<file path="config.mk">
export PLATFORM = sky130hd
export DESIGN_NAME = vmpeg_ctrl
export DESIGN_NICKNAME = d
export VERILOG_FILES = /design/src/mpeg_pkg.sv /design/src/mpeg_ifs.sv /design/src/vmpeg_ctrl.sv /design/src/host_regs.sv /design/src/byte_splitter.sv /design/src/dma_sequencer.sv /design/src/dclk_timer.sv
export SDC_FILE = /design/constraint.sdc
export NUM_CORES = 1
export LEC_CHECK = 0
export BUFFER_PORTS_ARGS = -buffer_cell sky130_fd_sc_hd__buf_4
export CORE_AREA = 2 2 172 174
export CTS_CLUSTER_SIZE = 28
export DETAILED_ROUTE_END_ITERATION = 10
export DIE_AREA = 0 0 174 176
export SYNTH_ARGS = -nofsm -noshare
export SYNTH_HDL_FRONTEND = slang
export SYNTH_SLANG_ARGS = --single-unit
</file>
<file path="constraint.sdc">
create_clock -name clk -period 4.95 [get_ports clk]
set_input_delay 0.7425 -clock clk [delete_from_list [all_inputs] [get_ports clk]]
set_output_delay 0.7425 -clock clk [all_outputs]
set_load 0.01 [all_outputs]
</file>
<file path="src/mpeg_pkg.sv">
`default_nettype none

package mpeg_pkg;

    // Register word addresses, matched against address[15:1]
    localparam logic [14:0] FMA_CMD_ADDR    = 15'h1800;  // 0xE03000
    localparam logic [14:0] FMA_STAT_ADDR   = 15'h1801;  // 0xE03002
    localparam logic [14:0] FMA_IVEC_ADDR   = 15'h1806;  // 0xE0300C
    localparam logic [14:0] FMA_DCLKH_ADDR  = 15'h1808;  // 0xE03010
    localparam logic [14:0] FMA_DCLKL_ADDR  = 15'h1809;  // 0xE03012
    localparam logic [14:0] FMA_ISR_ADDR    = 15'h180D;  // 0xE0301A
    localparam logic [14:0] FMA_IER_ADDR    = 15'h180E;  // 0xE0301C

    localparam logic [14:0] FMV_IER_ADDR    = 15'h2030;  // 0xE04060
    localparam logic [14:0] FMV_ISR_ADDR    = 15'h2031;  // 0xE04062
    localparam logic [14:0] FMV_TCNT_ADDR   = 15'h2032;  // 0xE04064
    localparam logic [14:0] FMV_TRLD_ADDR   = 15'h2057;  // 0xE040AE
    localparam logic [14:0] FMV_SYSCMD_ADDR = 15'h2060;  // 0xE040C0
    localparam logic [14:0] FMV_IVEC_ADDR   = 15'h206E;  // 0xE040DC
    localparam logic [14:0] FMV_XFER_ADDR   = 15'h206F;  // 0xE040DE

    // System clock to 45 kHz
    localparam logic [9:0] DCLK_DIVIDER = 10'd667;

    // Timer runs 8x finer than the compare register
    localparam int TIMER_FRAC_BITS = 3;
    localparam logic [15:0] TCNT_RESET = 16'd55;  // About 10 ms

    // FMA status and interrupt bits
    localparam int FMA_BIT_UPD  = 2;  // Frame header updated
    localparam int FMA_BIT_UNF  = 3;  // Underflow
    localparam int FMA_BIT_DEC  = 4;  // Decoding started
    localparam int FMA_BIT_POLL = 8;  // Timer poll

    localparam int CMD_DMA_BIT = 15;

    // DMA sequencer states
    localparam logic [1:0] ST_IDLE = 2'd0;
    localparam logic [1:0] ST_FMA  = 2'd1;
    localparam logic [1:0] ST_FMV  = 2'd2;

    typedef struct packed {
        logic erdv;
        logic erdd;
        logic vcup;
        logic pai;    // Pause
        logic vsync;  // Vertical sync edge
        logic eii;    // End of ISO stream
        logic esi;    // End of sequence
        logic tim;    // System timer
        logic dcl;
        logic ovf;
        logic ndat;   // Decoder starved
        logic rfb;
        logic eod;    // End of data
        logic pic;    // Picture decoded
        logic gop;
        logic seq;    // Sequence header
    } fmv_irq_flags_s;

    // Set by name, read and masked as a word
    typedef union packed {
        fmv_irq_flags_s flags;
        logic [15:0]    raw;
    } fmv_irq_word_u;

endpackage

`default_nettype wire
</file>
<file path="src/mpeg_ifs.sv">
`timescale 1ns/1ps
`default_nettype none

// DMA control between register bank and sequencer
interface dma_ctl_if;
    logic start_fma;   // Registered pulse after CMD write
    logic start_fmv;   // Registered pulse after SYSCMD write
    logic xfer_write;  // Same cycle as the XFER bus write
    logic busy;
    logic done;        // Transfer finished, clears CMD bit 15

    modport regs (
        output start_fma, start_fmv, xfer_write,
        input  busy, done
    );

    modport seq (
        input  start_fma, start_fmv, xfer_write,
        output busy, done
    );
endinterface

// Time base to register bank
interface timer_if;
    logic [31:0] dclk;
    logic        timer_hit;
    logic [15:0] compare;
    logic        reload;

    modport timer (
        output dclk, timer_hit,
        input  compare, reload
    );

    modport regs (
        input  dclk, timer_hit,
        output compare, reload
    );
endinterface

`default_nettype wire

</file>
<file path="src/vmpeg_ctrl.sv">
`timescale 1ns/1ps
`default_nettype none

module vmpeg_ctrl (
    input wire          clk,
    input wire          reset,
    input wire  [23:1]  address,
    input wire  [15:0]  din,
    input wire          uds,
    input wire          lds,
    input wire          write_strobe,
    input wire          cs,
    input wire          intack,
    input wire          ack,
    input wire          dtc,
    input wire          done_in,
    input wire          vsync,
    input wire          fma_event_dec_start,
    input wire          fma_event_frame,
    input wire          fma_event_underflow,
    input wire          fmv_event_seq,
    input wire          fmv_event_pic,
    input wire          fmv_event_eod,
    input wire          fmv_event_end,
    input wire          fmv_event_underflow,
    output logic [15:0] dout,
    output logic        bus_ack,
    output logic        intreq,
    output logic        req,
    output logic        rdy,
    output logic [7:0]  stream_data,
    output logic        stream_valid,
    output logic        stream_fma
);

    logic word_strobe;
    logic word_fma;

    dma_ctl_if dma_bus ();
    timer_if   tmr_bus ();

    host_regs regs0 (
        .clk, .reset, .address, .din, .uds, .lds, .write_strobe, .cs, .intack, .vsync,
        .fma_event_dec_start, .fma_event_frame, .fma_event_underflow,
        .fmv_event_seq, .fmv_event_pic, .fmv_event_eod, .fmv_event_end,
        .fmv_event_underflow,
        .dout, .bus_ack, .intreq,
        .dma (dma_bus.regs),
        .tmr (tmr_bus.regs)
    );

    dclk_timer timer0 (
        .clk, .reset,
        .tmr (tmr_bus.timer)
    );

    dma_sequencer seq0 (
        .clk, .reset, .ack, .dtc, .done_in,
        .dma (dma_bus.seq),
        .req, .rdy, .word_strobe, .word_fma
    );

    byte_splitter split0 (
        .clk, .reset, .din, .word_strobe, .word_fma,
        .stream_data, .stream_valid, .stream_fma
    );

endmodule

`default_nettype wire

</file>
<file path="src/host_regs.sv">
`timescale 1ns/1ps
`default_nettype none

module host_regs
    import mpeg_pkg::*;
(
    input wire          clk,
    input wire          reset,
    input wire  [23:1]  address,
    input wire  [15:0]  din,
    input wire          uds,
    input wire          lds,
    input wire          write_strobe,
    input wire          cs,
    input wire          intack,
    input wire          vsync,
    input wire          fma_event_dec_start,
    input wire          fma_event_frame,
    input wire          fma_event_underflow,
    input wire          fmv_event_seq,
    input wire          fmv_event_pic,
    input wire          fmv_event_eod,
    input wire          fmv_event_end,
    input wire          fmv_event_underflow,
    output logic [15:0] dout,
    output logic        bus_ack,
    output logic        intreq,
    dma_ctl_if.regs     dma,
    timer_if.regs       tmr
);

    logic          access;
    logic          rd_cycle;
    logic          wr_cycle;
    logic [14:0]   word_addr;
    logic          vsync_q;
    logic          fma_intreq;
    logic          fmv_intreq;

    logic [15:0]   fma_cmd;
    logic [15:0]   fma_stat;
    logic [15:0]   fma_isr;
    logic [15:0]   fma_ier;
    logic [15:0]   fma_ivec;
    logic [15:0]   dclkl_latch;

    logic [15:0]   fmv_ier;
    fmv_irq_word_u fmv_isr;
    logic [15:0]   fmv_tcnt;
    logic [15:0]   fmv_syscmd;
    logic [15:0]   fmv_ivec;

    assign access    = cs && (uds || lds);
    assign word_addr = address[15:1];
    assign rd_cycle  = access && bus_ack && !write_strobe;
    assign wr_cycle  = access && bus_ack && write_strobe;

    assign fma_intreq = |(fma_isr & fma_ier);
    assign fmv_intreq = |(fmv_isr.raw & fmv_ier);
    assign intreq     = fma_intreq || fmv_intreq;

    assign tmr.compare    = fmv_tcnt;
    assign tmr.reload     = wr_cycle && (word_addr == FMV_TRLD_ADDR);
    assign dma.xfer_write = wr_cycle && (word_addr == FMV_XFER_ADDR);

    always_comb begin
        dout = 16'h0000;
        case (word_addr)
            FMA_CMD_ADDR:    dout = fma_cmd;
            FMA_STAT_ADDR:   dout = fma_stat;
            FMA_IVEC_ADDR:   dout = fma_ivec;
            FMA_DCLKH_ADDR:  dout = tmr.dclk[31:16];
            FMA_DCLKL_ADDR:  dout = dclkl_latch;
            FMA_ISR_ADDR:    dout = fma_isr;
            FMA_IER_ADDR:    dout = fma_ier;
            FMV_IER_ADDR:    dout = fmv_ier;
            FMV_ISR_ADDR:    dout = fmv_isr.raw;
            FMV_TCNT_ADDR:   dout = fmv_tcnt;
            FMV_SYSCMD_ADDR: dout = fmv_syscmd;
            FMV_IVEC_ADDR:   dout = fmv_ivec;
            default: ;
        endcase

        // Vector fetch, FMA wins when both are pending
        if (intack) begin
            if (fma_intreq)
                dout = {fma_ivec[7:0], fma_ivec[7:0]};
            else
                dout = {fmv_ivec[10:3], fmv_ivec[10:3]};
        end
    end

    // Low half frozen when the CPU fetches the high half
    always_ff @(posedge clk) begin
        if (rd_cycle && word_addr == FMA_DCLKH_ADDR)
            dclkl_latch <= tmr.dclk[15:0];
    end

    always_ff @(posedge clk) begin
        if (reset) begin
            bus_ack       <= 1'b0;
            vsync_q       <= 1'b0;
            dma.start_fma <= 1'b0;
            dma.start_fmv <= 1'b0;
            fma_cmd       <= '0;
            fma_stat      <= '0;
            fma_isr       <= '0;
            fma_ier       <= '0;
            fma_ivec      <= '0;
            fmv_ier       <= '0;
            fmv_isr.raw   <= '0;
            fmv_tcnt      <= TCNT_RESET;
            fmv_syscmd    <= '0;
            fmv_ivec      <= '0;
        end else begin
            bus_ack <= access ? !bus_ack : 1'b0;  // Toggles while selected
            vsync_q <= vsync;

            dma.start_fma <= wr_cycle && (word_addr == FMA_CMD_ADDR) && din[CMD_DMA_BIT];
            dma.start_fmv <= wr_cycle && (word_addr == FMV_SYSCMD_ADDR) && din[CMD_DMA_BIT];

            if (vsync && !vsync_q)
                fmv_isr.flags.vsync <= 1'b1;
            if (fmv_event_seq)
                fmv_isr.flags.seq <= 1'b1;
            if (fmv_event_pic)
                fmv_isr.flags.pic <= 1'b1;
            if (fmv_event_eod)
                fmv_isr.flags.eod <= 1'b1;
            if (fmv_event_end)
                fmv_isr.flags.esi <= 1'b1;
            if (fmv_event_underflow)
                fmv_isr.flags.ndat <= 1'b1;

            if (fma_event_dec_start) begin
                fma_stat[FMA_BIT_DEC] <= 1'b1;
                fma_isr[FMA_BIT_DEC]  <= 1'b1;
            end
            if (fma_event_frame) begin
                fma_stat[FMA_BIT_DEC] <= 1'b0;  // Decoding now running
                fma_stat[FMA_BIT_UPD] <= 1'b1;
                fma_isr[FMA_BIT_UPD]  <= 1'b1;
            end
            if (fma_event_underflow) begin
                fma_stat[FMA_BIT_UNF] <= 1'b1;
                fma_isr[FMA_BIT_UNF]  <= 1'b1;
            end

            // One timer drives both units
            if (tmr.timer_hit) begin
                fmv_isr.flags.tim     <= 1'b1;
                fma_isr[FMA_BIT_POLL] <= 1'b1;
            end

            if (dma.done)
                fma_cmd[CMD_DMA_BIT] <= 1'b0;

            // Read clears the ISR, later events are lost that cycle
            if (rd_cycle && word_addr == FMA_ISR_ADDR)
                fma_isr <= '0;
            if (rd_cycle && word_addr == FMV_ISR_ADDR)
                fmv_isr.raw <= '0;

            if (wr_cycle) begin
                case (word_addr)
                    FMA_CMD_ADDR:    fma_cmd    <= din;
                    FMA_IVEC_ADDR:   fma_ivec   <= din;
                    FMA_IER_ADDR:    fma_ier    <= din;
                    FMV_IER_ADDR:    fmv_ier    <= din;
                    FMV_TCNT_ADDR:   fmv_tcnt   <= din;
                    FMV_SYSCMD_ADDR: fmv_syscmd <= din;
                    FMV_IVEC_ADDR:   fmv_ivec   <= din;
                    default: ;
                endcase
            end
        end
    end

    a_ack_toggle: assert property (@(posedge clk) disable iff (reset)
        bus_ack |=> !bus_ack);

endmodule

`default_nettype wire

</file>
<file path="src/byte_splitter.sv">
`timescale 1ns/1ps
`default_nettype none

module byte_splitter (
    input wire         clk,
    input wire         reset,
    input wire  [15:0] din,
    input wire         word_strobe,
    input wire         word_fma,
    output logic [7:0] stream_data,
    output logic       stream_valid,
    output logic       stream_fma
);

    logic       low_pending;
    logic [7:0] low_byte;
    logic       low_fma;

    always_ff @(posedge clk) begin
        if (reset)
            low_pending <= 1'b0;
        else
            low_pending <= word_strobe;
    end

    always_ff @(posedge clk) begin
        if (word_strobe) begin
            low_byte <= din[7:0];
            low_fma  <= word_fma;
        end
    end

    // High byte straight from the bus, low byte one cycle later
    assign stream_valid = word_strobe || low_pending;
    assign stream_data  = low_pending ? low_byte : din[15:8];
    assign stream_fma   = low_pending ? low_fma : word_fma;

    a_word_gap: assert property (@(posedge clk) disable iff (reset)
        word_strobe |=> !word_strobe);

endmodule

`default_nettype wire

</file>
<file path="src/dma_sequencer.sv">
`timescale 1ns/1ps
`default_nettype none

module dma_sequencer
    import mpeg_pkg::*;
(
    input wire    clk,
    input wire    reset,
    input wire    ack,
    input wire    dtc,
    input wire    done_in,
    dma_ctl_if.seq dma,
    output logic  req,
    output logic  rdy,
    output logic  word_strobe,
    output logic  word_fma
);

    logic [1:0] state;
    logic       busy;

    assign busy = (state != ST_IDLE);

    always_ff @(posedge clk) begin
        if (reset) begin
            state <= ST_IDLE;
        end else begin
            case (state)
                ST_IDLE: begin
                    if (dma.start_fma)
                        state <= ST_FMA;
                    else if (dma.start_fmv)
                        state <= ST_FMV;
                end
                ST_FMA, ST_FMV: begin
                    if (done_in && ack)
                        state <= ST_IDLE;  // Host ends the transfer
                end
                default: state <= ST_IDLE;
            endcase
        end
    end

    assign req = busy;
    assign rdy = busy;

    assign dma.busy = busy;
    assign dma.done = busy && done_in && ack;

    // XFER writes share the byte path, tagged as video
    assign word_strobe = (busy && ack && dtc) || dma.xfer_write;
    assign word_fma    = (state == ST_FMA);

    a_no_restart: assert property (@(posedge clk) disable iff (reset)
        dma.busy |-> !(dma.start_fma || dma.start_fmv));

endmodule

`default_nettype wire

</file>
<file path="src/dclk_timer.sv">
`timescale 1ns/1ps
`default_nettype none

module dclk_timer
    import mpeg_pkg::*;
(
    input wire      clk,
    input wire      reset,
    timer_if.timer  tmr
);

    logic [9:0]                   div_cnt;
    logic [31:0]                  dclk_cnt;
    logic [15+TIMER_FRAC_BITS:0]  timer_cnt;  // Low bits are the fraction
    logic                         tick;
    logic                         match;

    assign tick  = (div_cnt == DCLK_DIVIDER - 10'd1);
    assign match = (timer_cnt[15+TIMER_FRAC_BITS:TIMER_FRAC_BITS] == tmr.compare);

    assign tmr.dclk      = dclk_cnt;
    assign tmr.timer_hit = tick && match;

    always_ff @(posedge clk) begin
        if (reset) begin
            div_cnt   <= '0;
            dclk_cnt  <= '0;
            timer_cnt <= '0;
        end else begin
            if (tick) begin
                div_cnt  <= '0;
                dclk_cnt <= dclk_cnt + 32'd1;
                if (match)
                    timer_cnt <= '0;  // Restart period
                else
                    timer_cnt <= timer_cnt + 1'b1;
            end else begin
                div_cnt <= div_cnt + 10'd1;
            end

            // TRLD write restarts the period from zero
            if (tmr.reload)
                timer_cnt <= '0;
        end
    end

    a_div_range: assert property (@(posedge clk) disable iff (reset)
        div_cnt < DCLK_DIVIDER);

endmodule

`default_nettype wire

</file>
==> run metrics <==
Top FF cell, synth dfxtp_1; flip-flop and latch count after synthesis 219; final instance area 11,700 um^2; count of buffers inserted at the top-level ports 79; height of the chip 176 um; cell row count 62; peak ir drop on the vdd network 0.225 mV; # IOs 88; cell taking the most area after synthesis dfxtp_1; via/cell ratio 5.42; placed inst area 10,900 um^2; ratio of cells with drive above 1 in the final layout 0.149; number of buffers and inverters on the critical path 3; power per standard cell area 324 nW/um^2; Post-Syn Area 9990 um^2; most common cell after layout, fill and taps aside nand2_1; Die Width 174 um; # H-tree levels 1; fraction of power spent switching nets 0.217; Filler cells 2,879; Cells after DPL 1,554; Arr. time, crit path 3.61 ns; CP Max Fanout 9; nets 1,261; sequential area share after synthesis 0.464; CTS Buf Count 25; net switching power of the design 826 uW; total routing resource utilization after global routing 0.197; ANT nets after route 0; number of iterations in the first detailed-routing pass 7; commonest cells after routing, fill and taps aside nand2_1 (256), dfxtp_1 (194), a21oi_1 (109), buf_4 (99), nor2_1 (82); final worst-path cycle share 0.879; cell class contributing the biggest share of worst-path delay simple AND/OR/NAND/NOR gates; die area 30,600 um^2; Min-Delay Path Class in -> reg; Cell Chain, Critical Path buf_4, or4_1, nor4_1, a211oi_1, a31oi_4, buf_4, nand2_1, o21ai_0, buf_4; standard cell core area 28,500 um^2; wire length of the first global-routing pass 47.5 mm; routed wire length 30.7 mm; kind of launch point of the worst setup path primary input; maximum root-to-sink buffer count 3; number of enable flip-flop cells after synthesis 25; clock root buffer master clkbuf_16; Worst Skew 0.0111 ns; Synthesized Nets 1,207; Worst-Skew Late Latency 0.52 ns; Synth Area per Inst 8.74 um^2; top cells by area, synth dfxtp_1 (39%), nand2_1 (9.6%), edfxtp_1 (7.5%), a21oi_1 (5.5%), a22oi_1 (3.5%); P_int 2.98 mW; Synth top area share 0.389; final number of hold-violating endpoints 0; result of the run finished, final reports clean; fraction of power consumed by sequential logic 0.476; Initial DRC Count 861; stage delay of the slowest cell on the critical path 0.78 ns; kind of end point of the critical path output pin; Async SR Flop Fraction 0; Hold WS 0.413 ns; n_diodes 0; final number of max-transition violations 0; number of buffers inserted by post-CTS setup repair 0; pin count of the biggest net entering global routing 72; most repeated library cell on the critical path buf_4; Overflow after GRT 0; sequential cell area 4630 um^2; Synth-to-Final Area Change 17.6%; type of the worst setup path in -> out; max-capacitance violation count 0; power consumption 3.81 mW; HPWL reported at the end of detailed placement 21.5 mm; initial cell density of the core 0.350; initial antenna violation count 0; clock tree from TritonCTS yes; setup repair after global routing missed its margin false; number of warnings reported in the yosys synthesis log 0; average wire length per cell after detail routing 19.2 um; Relative slew margins 0.384; leakage dissipation 4.06 nW; power share of the combinational group 0.035; final setup violation count 0; quantity of hold-fixing buffers added after cts 0; Clk pin slew, worst setup/hold paths 0.05 ns; number of distinct standard cells referenced by the synthesized netlist 61; via count of the first global-routing pass 8,165; data required time of the worst path 4.21 ns; via count 8,672; share of power burned in the clock network 0.489; total negative slack 0 ns; cells after synthesis 1,143; final weighted congestion of routability-driven global placement 0.871; area of combinational cells with multiple inputs 4990 um^2; # resized after CTS 0; maximum clock frequency 0.230 GHz; Layout Cells excl Fill 1,600; highest-delay cell along the critical path or4_1; transition at the pin with the smallest max-transition slack 0.921 ns; CTS sink cnt 219; post-layout min period 4.35 ns; DRC viols 0
## kinds of logic (layout without fill, tap and decap cells)
family | after synthesis | in the layout | share of synthesized area
mux | 30 | 30 | 0.0317
simple gates | 506 | 506 | 0.251
flops | 219 | 219 | 0.464
xor+xnor | 63 | 63 | 0.0553
fa+ha+maj | 6 | 6 | 0.00752
compound gates | 232 | 232 | 0.152
buf+inv | 87 | 160 | 0.0388
## state kept, by name, summed over array words and instances (netlist names), 2 cells and up
signal             count
regs0.fmv_isr          7
regs0.fma_isr          4
timer0.timer_cnt      19
timer0.div_cnt        10
regs0.fma_ier         16
regs0.fmv_syscmd      16
regs0.fma_ivec        16
regs0.dclkl_latch     16
timer0.tmr.dclk       32
regs0.tmr.compare     16
regs0.fma_cmd         16
regs0.fma_stat         3
seq0.state             2
regs0.fmv_ier         16
regs0.fmv_ivec        16
split0.low_byte        8
## Yosys cell counts (all sizes together) (15+ instances only)
master / instances
nand2: 256
dfxtp: 194
a21oi: 109
nor2: 84
clkbuf: 47
a22oi: 46
xnor2: 37
nand3: 30
nand4: 26
xor2: 26
buf: 25
edfxtp: 25
o21ai: 23
nor3: 18
mux2i: 17
nor4: 17
inv: 15
## area by class of cell
type	instances	area share
Clock buffer	32	0.0581
Inverter	15	0.00480
Clock inverter	14	0.0132
Timing Repair Buffer	99	0.0633
Sequential cell	219	0.395
Multi-Input combinational cell	837	0.425
Tap cell	384	0.0409
## worst reg2reg max path, stage by stage, from the launching register on
cell and delay [ns]:
dfxtp_1 0.34, inv_1 0.07, ha_1 0.15, and4b_1 0.21, and3_1 0.64, nand4_1 0.30
or3_1 0.52, or3_1 0.38, a21oi_1 0.14
## power groups by stage
| stage | clock network [mW] | logic [mW] | registers (mW) |
|---|---|---|---|
| after floorplan | 0 | 0.0638 | 1.85 |
| after global routing | 1.98 | 0.142 | 1.81 |
| after global placement | 0 | 0.131 | 1.85 |
| final | 1.86 | 0.132 | 1.81 |
| after CTS | 1.90 | 0.133 | 1.81 |
| after detailed placement | 0 | 0.132 | 1.85 |
## metrics by stage
stage	util	worst slack [ns]
2_1_floorplan	-	1.25
3_3_place_gp	0.382	0.684
3_5_place_dp	0.382	0.629
4_1_cts	0.411	0.635
5_1_grt	0.411	0.519
6_report	0.411	0.597
## per-layer routing
layer,global-route usage,part of all wire
met1,0.267,0.43
met2,0.313,0.45
met3,0.0368,0.079
met4,0.0774,0.038
met5,0,0
## worst paths after layout
path | cells past startpoint | slack, ns | from | end
worst max-delay path | 9 | 0.60 | address[10] | dout[5]
worst min-delay path | 2 | 0.41 | fma_event_frame | regs0.fma_stat[4]
worst max register to register | 8 | 2.14 | timer0.div_cnt[0] | timer0.tmr.dclk[31]
worst min register to register | 2 | 0.45 | regs0.fma_ivec[12] | regs0.fma_ivec[12]
No activity file was read; power rests on OpenSTA's default activity.
